<file path="src/rtl/fir_defines.svh">
/*
 * Build-time sizing for the multichannel FIR subsystem.
 * Included by the package and by every module that needs a size.
 */
`ifndef FIR_DEFINES_SVH
`define FIR_DEFINES_SVH

// channels carried side by side in one beat
`define FIR_CH_NUM      2

`define FIR_DATA_WIDTH  16
`define FIR_COEF_WIDTH  18

// power of two only
`define FIR_TAP_NUM     8
`define FIR_TREE_DEPTH  3   // log2 of tap count

// one extra bit per tree level, so the sum cannot overflow
`define FIR_ACC_WIDTH   (`FIR_DATA_WIDTH + `FIR_COEF_WIDTH + `FIR_TREE_DEPTH)

// coefficients are signed Q1.17
`define FIR_OUT_SHIFT   17

`endif
</file>
<file path="src/rtl/fir_pkg.sv">
/*
 * Vector types and beat structs shared by the FIR subsystem and its testbench.
 */
`default_nettype none

`include "fir_defines.svh"

package fir_pkg;

    typedef logic signed [`FIR_DATA_WIDTH-1:0] sample_t;
    typedef logic signed [`FIR_COEF_WIDTH-1:0] coef_t;
    typedef logic signed [`FIR_ACC_WIDTH-1:0]  acc_t;
    typedef logic [$clog2(`FIR_TAP_NUM)-1:0]   coef_addr_t;

    // host write into the coefficient bank
    typedef struct packed {
        logic       wr;
        coef_addr_t addr;
        coef_t      data;
    } coef_wr_t;

    typedef coef_t [`FIR_TAP_NUM-1:0] coef_vec_t; // index 0 = newest-sample tap

    typedef struct packed {
        logic                         valid;
        sample_t [`FIR_CH_NUM-1:0]    data;
    } sample_beat_t;

    typedef struct packed {
        logic                         valid;
        acc_t [`FIR_CH_NUM-1:0]       acc;
    } acc_beat_t;

    typedef struct packed {
        logic                         valid;
        sample_t [`FIR_CH_NUM-1:0]    data;
        logic [`FIR_CH_NUM-1:0]       sat;   // clip flag per channel
    } out_beat_t;

endpackage

`default_nettype wire

</file>
<file path="src/rtl/coef_bank.sv">
/*
 * Coefficient register file for the FIR filter.
 * Written one tap at a time by the host, read by all multipliers in parallel.
 */
`timescale 1ns/100ps
`default_nettype none

module coef_bank (
    input  logic                clk_i,
    input  logic                rst_i,
    input  fir_pkg::coef_wr_t   wr_i,
    output fir_pkg::coef_vec_t  coefs_o
);

    import fir_pkg::*;

    coef_vec_t coefs_q;

    // all taps zero after reset, so the filter outputs zero until loaded
    always_ff @(posedge clk_i) begin
        if (rst_i) begin
            coefs_q <= '0;
        end else if (wr_i.wr) begin
            coefs_q[wr_i.addr] <= wr_i.data;
        end
    end

    assign coefs_o = coefs_q; // visible one cycle after the strobe

endmodule

`default_nettype wire

</file>
<file path="config.mk">
export PLATFORM = sky130hd
export DESIGN_NAME = coef_bank
export DESIGN_NICKNAME = d
export VERILOG_FILES = /design/src/rtl/fir_pkg.sv /design/src/rtl/coef_bank.sv
export VERILOG_INCLUDE_DIRS = /design/src /design/src/rtl
export SDC_FILE = /design/constraint.sdc
export NUM_CORES = 1
export LEC_CHECK = 0
export BUFFER_PORTS_ARGS = -buffer_cell sky130_fd_sc_hd__buf_2
export CAP_MARGIN = 40
export CORE_ASPECT_RATIO = 0.7
export CORE_MARGIN = 5
export CORE_UTILIZATION = 50
export CTS_CLUSTER_SIZE = 20
export DETAILED_ROUTE_END_ITERATION = 10
export PLACE_DENSITY = 0.9
export SLEW_MARGIN = 20
export SYNTH_ARGS = -nofsm -noshare
export SYNTH_HDL_FRONTEND = slang
export SYNTH_SLANG_ARGS = --single-unit
</file>
<file path="constraint.sdc">
create_clock -name clk_i -period 3.26 [get_ports clk_i]
set_clock_uncertainty 0.1 [all_clocks]
set_input_delay 0.326 -clock clk_i [delete_from_list [all_inputs] [get_ports clk_i]]
set_output_delay 0.326 -clock clk_i [all_outputs]
set_load 0.005 [all_outputs]
</file>
[After elaboration in Yosys (flattened, before gate mapping)]
Index checks and enable logic that the tools add are counted.
Cells by class
  $lt $le $gt $ge: 2
  mux-type cells: 3
  reduce and logical (&&, ||, !) cells: 1
Operators with widths (count)
  bitwise mux 144 bit: 1
  demux 18 bit (select 3 bit): 1
  2-to-1 mux 18 bit: 1
  less-than comparator 3 x 4 -> 1 bit (second input constant): 1
  greater-or-equal comparator 3 x 1 -> 1 bit (second input constant): 1
  logical AND 1 bit: 1
Word-level totals
  bits in registers: 144
  bits of input ports: 24
  output and inout bits: 144
  word-level logic and storage cells: 14

[Depth between registers and ports, before layout]
  depth in word-level cells: 5
  gate-level depth with buffers: 6
  mapped depth without buffers: 2

[Worst setup path before layout]
No wires, ideal clock.
  path type: input to register
  start: input port wr_i[19] (netlist bit)
  end: register coefs_q, in the netlist coefs_o[10]
  setup time: 0.129 ns
  cell stages on the path: 4
  arrival time: 1.243 ns
  required time: 3.031 ns
  slack: 1.788 ns
  path buffers: 2
  cells stage by stage: buf_2 -> or4b_4 -> buf_6 -> mux2i_1
On the way
  cells in the longest elaborated chain, start to end: 5
  elaborated cells between the ends (all ways): 6
RTL lines
  start: declaration: RTL line coef_bank.sv:11  | input fir_pkg::coef_wr_t wr_i,
  less-than comparator 3 x 4 -> 1 bit (not written as such) or greater-or-equal comparator 3 x 1 -> 1 bit (tied branches): RTL line coef_bank.sv:24  | coefs_q[wr_i.addr] <= wr_i.data;
  logical AND 1 bit (not written as such): RTL line coef_bank.sv:24
  2-to-1 mux 18 bit (not written as such): RTL line coef_bank.sv:24
  demux 18 bit (select 3 bit) (*): RTL line coef_bank.sv:24
  bitwise mux 144 bit (*): RTL line coef_bank.sv:24
  end signal: indexed assignment: RTL line coef_bank.sv:24
  end: declaration: RTL line coef_bank.sv:17  | coef_vec_t coefs_q;
Mark *: on every way between the ends. The rest lies on a longest branch, timed or not.
A chain may end at the register's enable or synchronous reset.

==> flow_summary_export.csv <==
group,metric,value,unit
finish,layout_common_cells,"buf_2 (167), nand2b_1 (162), mux2i_1 (144), dfxtp_1 (144), clkbuf_16 (17)",
clock_tree,clk_pin_slew,0.06,ns
timing,fin_tns_setup,0,ns
synth,synth_cell_types,14,
clock_tree,cts.sinks,144,
synth,syn_area_per_cell,11.04,um2
floorplanning,die_h,99.31,um
timing,finalSetupViolations,0,
critical_path,slowest_delay,0.57,ns
timing,rsz0062_at_grt,"false",
timing,fmax,647.9,MHz
finish,antenna_cells,0,
critical_path,timing.critical_path.cells,"buf_4 > buf_4 > nand2b_1 > mux2i_1",
floorplanning,core_area,11090,um2
min_path,hp-class,"in -> reg",
power,power,4.115,mW
route,ant_nets,0,
floorplanning,die_x,137.6,um
route,first_iter_violations,140,
min_path,hold_end,"coefs_o[17]$_SDFFE_PP0P_",
synth,ys_seq_elements,144,
floorplanning,initial_core_util,0.5137,
timing,min_period,1.543,ns
global_routing,grt_overflow,0,
critical_path,r2r_start,"coefs_o[4]$_SDFFE_PP0P_",
min_path,hold_path_depth,3,
route,dr.pass1.iters,4,
clock_tree,ctsHtreeMaxLevel,4,
timing,hold_viol,0,
synth,synthCells,516,
finish,fin_area,7183,um2
timing,slew_violations,0,
floorplanning,dieArea,13660,um2
clock_tree,clock_latency,0.40,ns
synth,syn_area,5697,um2
critical_path,cp_max_fo,110,
timing,period_share,0.4734,
global_routing,grt_pass1_wl,23010,um
route,viasPerCell,5.039,
power,ir_drop,0.3378,mV
route,drcViolationCount,0,
critical_path,ff2ff_path_depth,2,
critical_path,crit_slowest_cell,"buf_4",
finish,fill_cells,877,
global_routing,grt_max_degree,111,
route,avgRoutedWirePerCell,17.97,um
job,cap_violations,0,
run_status,status,"finished clean",
critical_path,setup.worst_path.class,"in -> reg",
power,p_leak,3.891,nW
clock_tree,cts_resized,0,
critical_path,worstPathRequired,3.41,ns
finish,largest_reg_flops,144,
placement,place_hpwl,10400,um
critical_path,start_kind,"input pin",
critical_path,rrSetupSlack,2.48,ns
floorplanning,rows,32,
synth,synth_nets,540,
route,wl_met3,1207,um
placement,dpl_worst_slack,1.357,ns
floorplanning,io_pins,168,
synth,seq_area_frac_synth,0.5060,
power,cellPowerDensity,572.8,nW/um2
clock_tree,cts_tree,"done",
critical_path,cp_top_family,"buffers and inverters",
placement,port_buffers,167,
critical_path,cpMostUsedCell,"buf_4",
min_path,worstHoldStart,"wr_i[18]",
critical_path,r2r_end,"coefs_o[4]$_SDFFE_PP0P_",
clock_tree,cts_hold_buf,0,
route,dr_wl_met2,6695,um
global_routing,grt_pass1_vias,4311,
timing,slew_headroom,0.4933,
clock_tree,clock-root-buffer,"clkbuf_16",
global_routing,track_usage,0.2179,
finish,final_common_cell,"buf_2",
critical_path,crit_cells,4,
timing,worst_pin_slew,0.7600,ns
synth,ys_warn_count,0,
placement,gp_congestion,0.7858,
critical_path,cp-end-kind,"register",
placement,dpl_cell_area,6556,um2
critical_path,critPathBufInv,2,
global_routing,antenna_found_initial,0,
route,top_layer_used,"met4",
clock_tree,cts_made_buffers,17,
route,drt-total-wl,14750,um
finish,syn2layout_area_growth,26.09,%
finish,drive_gt1_frac,0.3129,
finish,layout.nets,679,
route,num_vias,4137,
route,wl_met1,6716,um
clock_tree,clockBufferDepth,2,
critical_path,worstPathArrival,1.69,ns
clock_tree,post-cts-setup-buffers,0,
timing,layout_setup_ws,1.717,ns
## logic make-up after synthesis
group,after synthesis,share of synthesized area
flip-flops,144,0.5060
AND/OR/NAND/NOR,172,0.1953
buffers and inverters,56,0.04568
multiplexers,144,0.2530
## worst max-delay path by stage
stage                         from                        end  slack [ns]
after floorplan           wr_i[19]   coefs_o[10]$_SDFFE_PP0P_        1.79
after global placement    wr_i[20]    coefs_o[6]$_SDFFE_PP0P_        1.39
after detailed placement     rst_i  coefs_o[116]$_SDFFE_PP0P_        1.36
after CTS                    rst_i  coefs_o[117]$_SDFFE_PP0P_        1.74
after global routing         rst_i  coefs_o[117]$_SDFFE_PP0P_        1.57
final                        rst_i  coefs_o[117]$_SDFFE_PP0P_        1.72
## metal layers
metal	up-vias	global-route usage
met3	15	0.07634
met5	-	0
met1	2023	0.2866
met4	0	0.05445
li1	1966	-
met2	133	0.3433
## area by class of cell
type / instances / area [um2] / share of cell area
Sequential cell: 144 / 2883 / 0.4013
Timing Repair Buffer: 176 / 907.1 / 0.1263
Multi-Input combinational cell: 316 / 2575 / 0.3585
Clock inverter: 12 / 180.2 / 0.02508
Tap cell: 153 / 191.4 / 0.02665
Clock buffer: 20 / 446.7 / 0.06218
## where the power goes
part | total [mW] | leakage, nW | internal (mW) | switching, mW
clock | 2.05 | 0.302 | 1.31 | 0.742
combinational | 0.242 | 2.42 | 0.111 | 0.130
sequential | 1.82 | 1.17 | 1.80 | 0.0223
total | 4.11 | 3.89 | 3.22 | 0.895
## worst min-delay path: stages
cell and delay (ns):
buf_2 0.19, nor4b_2 0.10, mux2i_1 0.11
## Yosys cell counts, drive strengths merged
| cell type | n | area share |
|---|---|---|
| nand4 | 1 | 0.0011 |
| buf | 28 | 0.027 |
| clkbuf | 28 | 0.018 |
| nand2b | 162 | 0.18 |
| mux2i | 144 | 0.25 |
| dfxtp | 144 | 0.51 |
| nor4bb | 1 | 0.0018 |
| nor4b | 1 | 0.0015 |
| nand4bb | 3 | 0.0059 |
| nand4b | 3 | 0.0046 |
| or4b | 1 | 0.0024 |
## stage by stage
| stage | instances | util | hold WS (ns) |
|---|---|---|---|
| after floorplan | 516 | - | 0.3650 |
| after CTS | 821 | 0.6477 | 0.2490 |
| after detailed placement | 789 | 0.5912 | 0.3647 |
| final | 821 | 0.6477 | 0.2753 |
| after global placement | 787 | 0.5897 | 0.3561 |
| after global routing | 821 | 0.6477 | 0.2714 |
Note: power is estimated with default switching activity, not from simulation.
