## src/rtl/fir_defines.svh

```systemverilog
/*
 * Build-time sizing for the multichannel FIR subsystem.
 * Included by the package and by every module that needs a size.
 */
`ifndef FIR_DEFINES_SVH
`define FIR_DEFINES_SVH

// channels carried side by side in one beat
`define FIR_CH_NUM      2

`define FIR_DATA_WIDTH  16
`define FIR_COEF_WIDTH  18

// power of two only
`define FIR_TAP_NUM     8
`define FIR_TREE_DEPTH  3   // log2 of tap count

// one extra bit per tree level, so the sum cannot overflow
`define FIR_ACC_WIDTH   (`FIR_DATA_WIDTH + `FIR_COEF_WIDTH + `FIR_TREE_DEPTH)

// coefficients are signed Q1.17
`define FIR_OUT_SHIFT   17

`endif
```

## src/rtl/fir_pkg.sv

```systemverilog
/*
 * Vector types and beat structs shared by the FIR subsystem and its testbench.
 */
`default_nettype none

`include "fir_defines.svh"

package fir_pkg;

    typedef logic signed [`FIR_DATA_WIDTH-1:0] sample_t;
    typedef logic signed [`FIR_COEF_WIDTH-1:0] coef_t;
    typedef logic signed [`FIR_ACC_WIDTH-1:0]  acc_t;
    typedef logic [$clog2(`FIR_TAP_NUM)-1:0]   coef_addr_t;

    // host write into the coefficient bank
    typedef struct packed {
        logic       wr;
        coef_addr_t addr;
        coef_t      data;
    } coef_wr_t;

    typedef coef_t [`FIR_TAP_NUM-1:0] coef_vec_t; // index 0 = newest-sample tap

    typedef struct packed {
        logic                         valid;
        sample_t [`FIR_CH_NUM-1:0]    data;
    } sample_beat_t;

    typedef struct packed {
        logic                         valid;
        acc_t [`FIR_CH_NUM-1:0]       acc;
    } acc_beat_t;

    typedef struct packed {
        logic                         valid;
        sample_t [`FIR_CH_NUM-1:0]    data;
        logic [`FIR_CH_NUM-1:0]       sat;   // clip flag per channel
    } out_beat_t;

endpackage

`default_nettype wire

```

## src/rtl/out_scaler.sv

```systemverilog
/*
 * Brings the wide FIR accumulator back to sample width:
 * round half up, arithmetic shift, saturate and flag clipping per channel.
 */
`timescale 1ns/100ps
`default_nettype none

`include "fir_defines.svh"

module out_scaler (
    input  logic                clk_i,
    input  logic                rst_i,
    input  fir_pkg::acc_beat_t  beat_i,
    output fir_pkg::out_beat_t  beat_o
);

    import fir_pkg::*;

    localparam int CH_NUM = `FIR_CH_NUM;
    localparam int SHIFT  = `FIR_OUT_SHIFT;

    localparam acc_t    ROUND = acc_t'(1) <<< (SHIFT - 1); // half an output LSB
    localparam sample_t S_MAX = {1'b0, {(`FIR_DATA_WIDTH - 1){1'b1}}};
    localparam sample_t S_MIN = {1'b1, {(`FIR_DATA_WIDTH - 1){1'b0}}};

    sample_t [CH_NUM-1:0] data_d;
    logic [CH_NUM-1:0]    sat_d;

    for (genvar ch = 0; ch < CH_NUM; ch++) begin : g_ch
        acc_t rounded;
        acc_t shifted;
        logic over;
        logic under;

        assign rounded = $signed(beat_i.acc[ch]) + ROUND;
        assign shifted = rounded >>> SHIFT;

        // range check against sign-extended limits
        assign over  = shifted > acc_t'(S_MAX);
        assign under = shifted < acc_t'(S_MIN);

        assign data_d[ch] = over  ? S_MAX :
                            under ? S_MIN : sample_t'(shifted);
        assign sat_d[ch]  = over | under;
    end

    always_ff @(posedge clk_i) begin
        if (rst_i) begin
            beat_o.valid <= 1'b0;
        end else begin
            beat_o.valid <= beat_i.valid;
        end
        beat_o.data <= data_d;
        beat_o.sat  <= sat_d;
    end

endmodule

`default_nettype wire

```

## config.mk

```make
export PLATFORM = sky130hd
export DESIGN_NAME = out_scaler
export DESIGN_NICKNAME = d
export VERILOG_FILES = /design/src/rtl/fir_pkg.sv /design/src/rtl/out_scaler.sv
export VERILOG_INCLUDE_DIRS = /design/src /design/src/rtl
export SDC_FILE = /design/constraint.sdc
export NUM_CORES = 1
export LEC_CHECK = 0
export ABC_AREA = 1
export BUFFER_PORTS_ARGS = -buffer_cell sky130_fd_sc_hd__buf_2
export CAP_MARGIN = 20
export CORE_ASPECT_RATIO = 0.6
export CORE_MARGIN = 2
export CORE_UTILIZATION = 40
export DETAILED_ROUTE_END_ITERATION = 10
export PLACE_DENSITY = 0.84
export RECOVER_POWER = 100
export SLEW_MARGIN = 15
export SYNTH_ARGS = -nofsm -noshare
export SYNTH_HDL_FRONTEND = slang
export SYNTH_SLANG_ARGS = --single-unit
```

## constraint.sdc

```tcl
create_clock -name clk_i -period 1.41 [get_ports clk_i]
set_clock_uncertainty 0.1 [all_clocks]
set_input_delay 0.0705 -clock clk_i [delete_from_list [all_inputs] [get_ports clk_i]]
set_output_delay 0.0705 -clock clk_i [all_outputs]
set_load 0.05 [all_outputs]
```

Yosys cells after proc, flatten, opt, wreduce, memory -nomap -nowiden

Index checks and enable logic that the tools add are counted.

Bits in registers: 35

Add/sub/neg operators: 2
$lt $le $gt $ge: 4
Muxes and demuxes: 2
Bitwise operators: 2

Operator list:

| operator               | count |
|---|---|
| $add 37x18->37 const B | 2 |
| $gt 20x16->1 const B   | 2 |
| $lt 20x16->1 const B   | 2 |
| $mux 16                | 2 |
| $or 1x1->1             | 2 |

Depth between registers and ports, before layout

Word-level depth: 3
Gate-level depth with buffers: 14
Gate-level depth less buffers: 13

Least setup slack after synthesis

No wires, ideal clock.

Kind: input to register
Start: input beat_i[53] (netlist bit)
End: register beat_o[32] (netlist bit)
Library setup time: 0.113 ns
Arrival: 1.316 ns
Required time: 1.197 ns
Setup slack: -0.120 ns
Stages: 13
Buffers on the path: 1
Cell sequence: ha_1 nand2_1 nor2_2 nand2_2 nor2_4 nand2_1 o21bai_1 nand2_1 inv_2 nand2_4 buf_6 nand2_1 nand2_1

Word-level cells in the longest chain between the ends: 3

Ends and longest elaborated chain:

| element          | line             | text |
|---|---|---|
| from (decl)      | out_scaler.sv:13 | `input fir_pkg::acc_beat_t beat_i,` |
| $add 37x18->37 * | out_scaler.sv:35 | `assign rounded = $signed(beat_i.acc[ch]) + ROUND;` |
| $lt 20x16->1     | out_scaler.sv:40 | `assign under = shifted < acc_t'(S_MIN);` |
| $mux 16          | out_scaler.sv:43 | `under ? S_MIN : sample_t'(shifted);` |
| to (decl)        | out_scaler.sv:14 | `output fir_pkg::out_beat_t beat_o` |

Mark *: on every way between the ends. The rest lies on a longest branch, timed or not.
A chain may end at the register's enable or synchronous reset.

Worst setup path after layout

Start: input beat_i[16] (netlist bit)
End: register beat_o[2] (netlist bit)

The elaborated chain is that of the path after synthesis.

==> results_dict.tcl <==
set metrics [dict create \
    synth_area_per_cell_um2 6.69 \
    worst_slew_pin_slew_ns 0.280 \
    num_vias 2343 \
    dieArea_mm2 0.00578 \
    start_util_pct 41.1 \
    area_growth_pct 59.0 \
    nFillCells 447 \
    crit_chain "buf_4 > ha_4 > nand2_4 > nor2_4 > nand3_2 > nor2_1 > nand2_1 > nand2_2 > nand2_2 > o21ai_4 > clkbuf_16 > nand2_1 > nand2_1" \
    final_cell_count_no_fill 519 \
    path_common_cell "nand2_1" \
    cts-buffers-inserted 5 \
    place_ws_ns -0.333 \
    slowest_delay_ns 0.21 \
    synth_nets 388 \
    cp_max_fo 8 \
    leakagePower_nw 1.72 \
    top_register "beat_o" \
    power_frac_clock_pct 31.7 \
    cap_viol_max_count 0 \
    yosys_warnings 0 \
    wl_per_cell_um 11.8 \
    finalWorstSetupSlack_ns 0.0654 \
    nets 531 \
    drv_slew 0 \
    grt_pass1_wl_um 9160 \
    hold_violations 0 \
    placed_cells 499 \
    diodes 0 \
    fin_util_pct 65.4 \
    arrival_ns 1.48 \
    p_switching_uw 987 \
    grt_use_met1_pct 27.8 \
    p_seq_share_pct 37.7 \
    dieWidth_um 96.8 \
    grt_pass1_vias 2065 \
    ir_drop_mv 0.530 \
    grt-busiest-layer "met2" \
    hp-start "beat_i[55]" \
    grtUsageMet2_pct 31.3 \
    core_mm2 0.00503 \
    clockRootBuffer "clkbuf_8" \
    clkTransAtPathRegs_ns 0.08 \
    combinationalPowerShare_pct 30.5 \
    netlist_instances 309 \
    met3_usage_pct 4.21 \
    cp.required_ns 1.55 \
    reg_top3 "beat_o x35" \
    gr-total-overflow 0 \
    rows 20 \
    finalSetupViolations 0 \
    cts_tree "yes" \
    netSwitchingFraction_pct 34.3 \
    netlist_area_mm2 0.00207 \
    portBuffers 79 \
    drc 0 \
    ios 112 \
    cts_sinks 35 \
    grt_antenna_before_repair 0 \
    dieHeight_um 59.7 \
    firstDrtPassIters 4 \
    hold_path.class "in2reg" \
    min_path_cells 4 \
    yosysSeqAreaShare_pct 33.9 \
    postRouteAntennaNets 0 \
    critPathLaunchType "input pin" \
    post-route-min-period_ns 1.34 \
    worst_setup_path_end_kind "flip-flop" \
    maxSlewHeadroom_pct 81.3 \
    htree_levels 2 \
    gp_congestion 0.970 \
    fmax_ghz 0.744 \
    dp_hpwl_um 4640 \
    crit_type "in2reg" \
    min_period_over_period_pct 95.4 \
    viasPerCell 4.51 \
    wirelength_um 6110 \
    layout-drive-gt1-share_pct 41.7 \
    track_usage_pct 19.7 \
    grt_max_degree 17 \
    ys_types 23 \
    power.density_mw_per_mm2 875 \
    crit_slowest_cell "o21ai_4" \
    hold_end "beat_o[19]$_SDFF_PN1_" \
    cts_max_path_buffers 2 \
    yosys_register_bits 35 \
    largest_register_ffs 35 \
    p_int_mw 1.89 \
    drt_iter0_markers 128 \
    status "completed" \
]
==> synthesized netlist by cell type <==
library cell | n | area share, %
nand2_1 | 121 | 22
dfxtp_1 | 35 | 34
inv_1 | 33 | 6.0
nor2_1 | 25 | 4.5
nand3_1 | 19 | 4.6
xor2_1 | 17 | 7.2
xnor2_1 | 11 | 4.7
nand2_2 | 10 | 3.0
nor2_2 | 8 | 2.4
nor3_1 | 5 | 1.2
nand4_1 | 4 | 1.2
o21bai_1 | 3 | 1.1
buf_4 | 2 | 0.73
buf_6 | 2 | 1.1
ha_1 | 2 | 1.2
inv_2 | 2 | 0.36
nand3_2 | 2 | 0.97
nor2_4 | 2 | 1.1
o21ai_0 | 2 | 0.48
nand2_4 | 1 | 0.54
nand3b_1 | 1 | 0.36
nor3b_2 | 1 | 0.60
o21ai_4 | 1 | 0.79
==> power by group through the flow <==
stage	clock, mW	sequential, mW	combinational [mW]
floorplan	0	1.39	0.231
global placement	0	1.11	0.798
detailed placement	0	1.11	0.811
CTS	0.926	1.09	0.830
global route	0.972	1.09	0.940
finish	0.913	1.09	0.879
==> worst max-delay path by stage <==
stage | depth (start not counted) | end | from | slack (ns)
global route | 12 | beat_o[13]$_SDFF_PN1_ | beat_i[28] | -0.05
CTS | 11 | beat_o[28]$_SDFF_PN1_ | beat_i[53] | 0.02
global placement | 11 | beat_o[18]$_SDFF_PN1_ | beat_i[53] | -0.25
floorplan | 13 | beat_o[32]$_SDFF_PN1_ | beat_i[53] | -0.07
detailed placement | 12 | beat_o[6]$_SDFF_PN1_ | beat_i[16] | -0.33
finish | 13 | beat_o[2]$_SDFF_PN1_ | beat_i[16] | 0.07
==> cells in the final DEF (no fill, tap or decap) <==
master | synthesis | final
o21ai_4 | 1 | 1
buf_4 | 2 | 55
nand3_2 | 2 | 3
dfxtp_1 | 35 | 35
nand4_1 | 4 | 4
nor3b_4 | 0 | 1
nor3_1 | 5 | 5
ha_4 | 0 | 2
nand2_4 | 1 | 4
inv_1 | 33 | 33
o21bai_1 | 3 | 3
nand2_8 | 0 | 2
nor2_2 | 8 | 6
nand3b_1 | 1 | 1
nand3_1 | 19 | 18
nand2_1 | 121 | 109
buf_2 | 0 | 76
inv_2 | 2 | 1
xor2_1 | 17 | 17
buf_12 | 0 | 2
nor2_4 | 2 | 7
buf_6 | 2 | 1
clkinv_2 | 0 | 1
xnor2_1 | 11 | 11
bufinv_16 | 0 | 1
dlygate4sd3_1 | 0 | 4
clkbuf_8 | 0 | 5
clkbuf_16 | 0 | 1
o21ai_0 | 2 | 2
nand2_2 | 10 | 18
nor2_1 | 25 | 22
clkinv_4 | 0 | 2
==> worst max-delay path, delay by kind of cell <==
kind            cells  cell delay [ns]
fa+ha+maj           1             0.14
compound gates      1             0.21
buf+inv             2             0.30
simple gates        9             0.75
==> cell families after synthesis <==
logic type,count (synthesis),synth area share (%)
simple gates,199,42.5
buf+inv,39,8.17
flops,35,33.9
xor+xnor,28,11.9
compound gates,6,2.36
fa+ha+maj,2,1.21
==> repair_timing <==
item	4_1_cts	5_1_grt
gates resized for setup	0	28
hold endpoints to repair	3	0
pin swaps	1	16
hold buffers	4	0
setup buffers	1	5
gates cloned	0	2
endpoints found under the setup margin	14	32
==> per-layer routing <==
| metal | routed length [um] | part of all wire, % | vias to the layer above |
|---|---|---|---|
| met4 | 24 | 0.39 | 0 |
| met3 | 346 | 5.7 | 2 |
| met5 | 0 | 0 | - |
| met2 | 2670 | 44 | 64 |
| li1 | - | - | 1224 |
| met1 | 3070 | 50 | 1053 |
==> metrics by stage <==
stage	cell area, um^2	TNS (ns)	hold WS [ns]	total power, mW
finish	3290	0	0.00947	2.88
global route	3290	-0.735	0.0199	3.01
CTS	3110	0	0.0168	2.84
detailed placement	2940	-9.40	0.133	1.92
global placement	2940	-7.58	0.125	1.91
floorplan	2120	-0.822	0.0417	1.62
==> layout make-up <==
| class | instances | area, um^2 | area share [%] |
|---|---|---|---|
| Inverter | 35 | 136 | 4.15 |
| Clock buffer | 5 | 68.8 | 2.09 |
| Tap cell | 66 | 82.6 | 2.51 |
| Timing Repair Buffer | 139 | 910 | 27.7 |
| Clock inverter | 3 | 43.8 | 1.33 |
| Sequential cell | 35 | 701 | 21.3 |
| Multi-Input combinational cell | 236 | 1350 | 40.9 |
(Power assumes the default switching activity.)
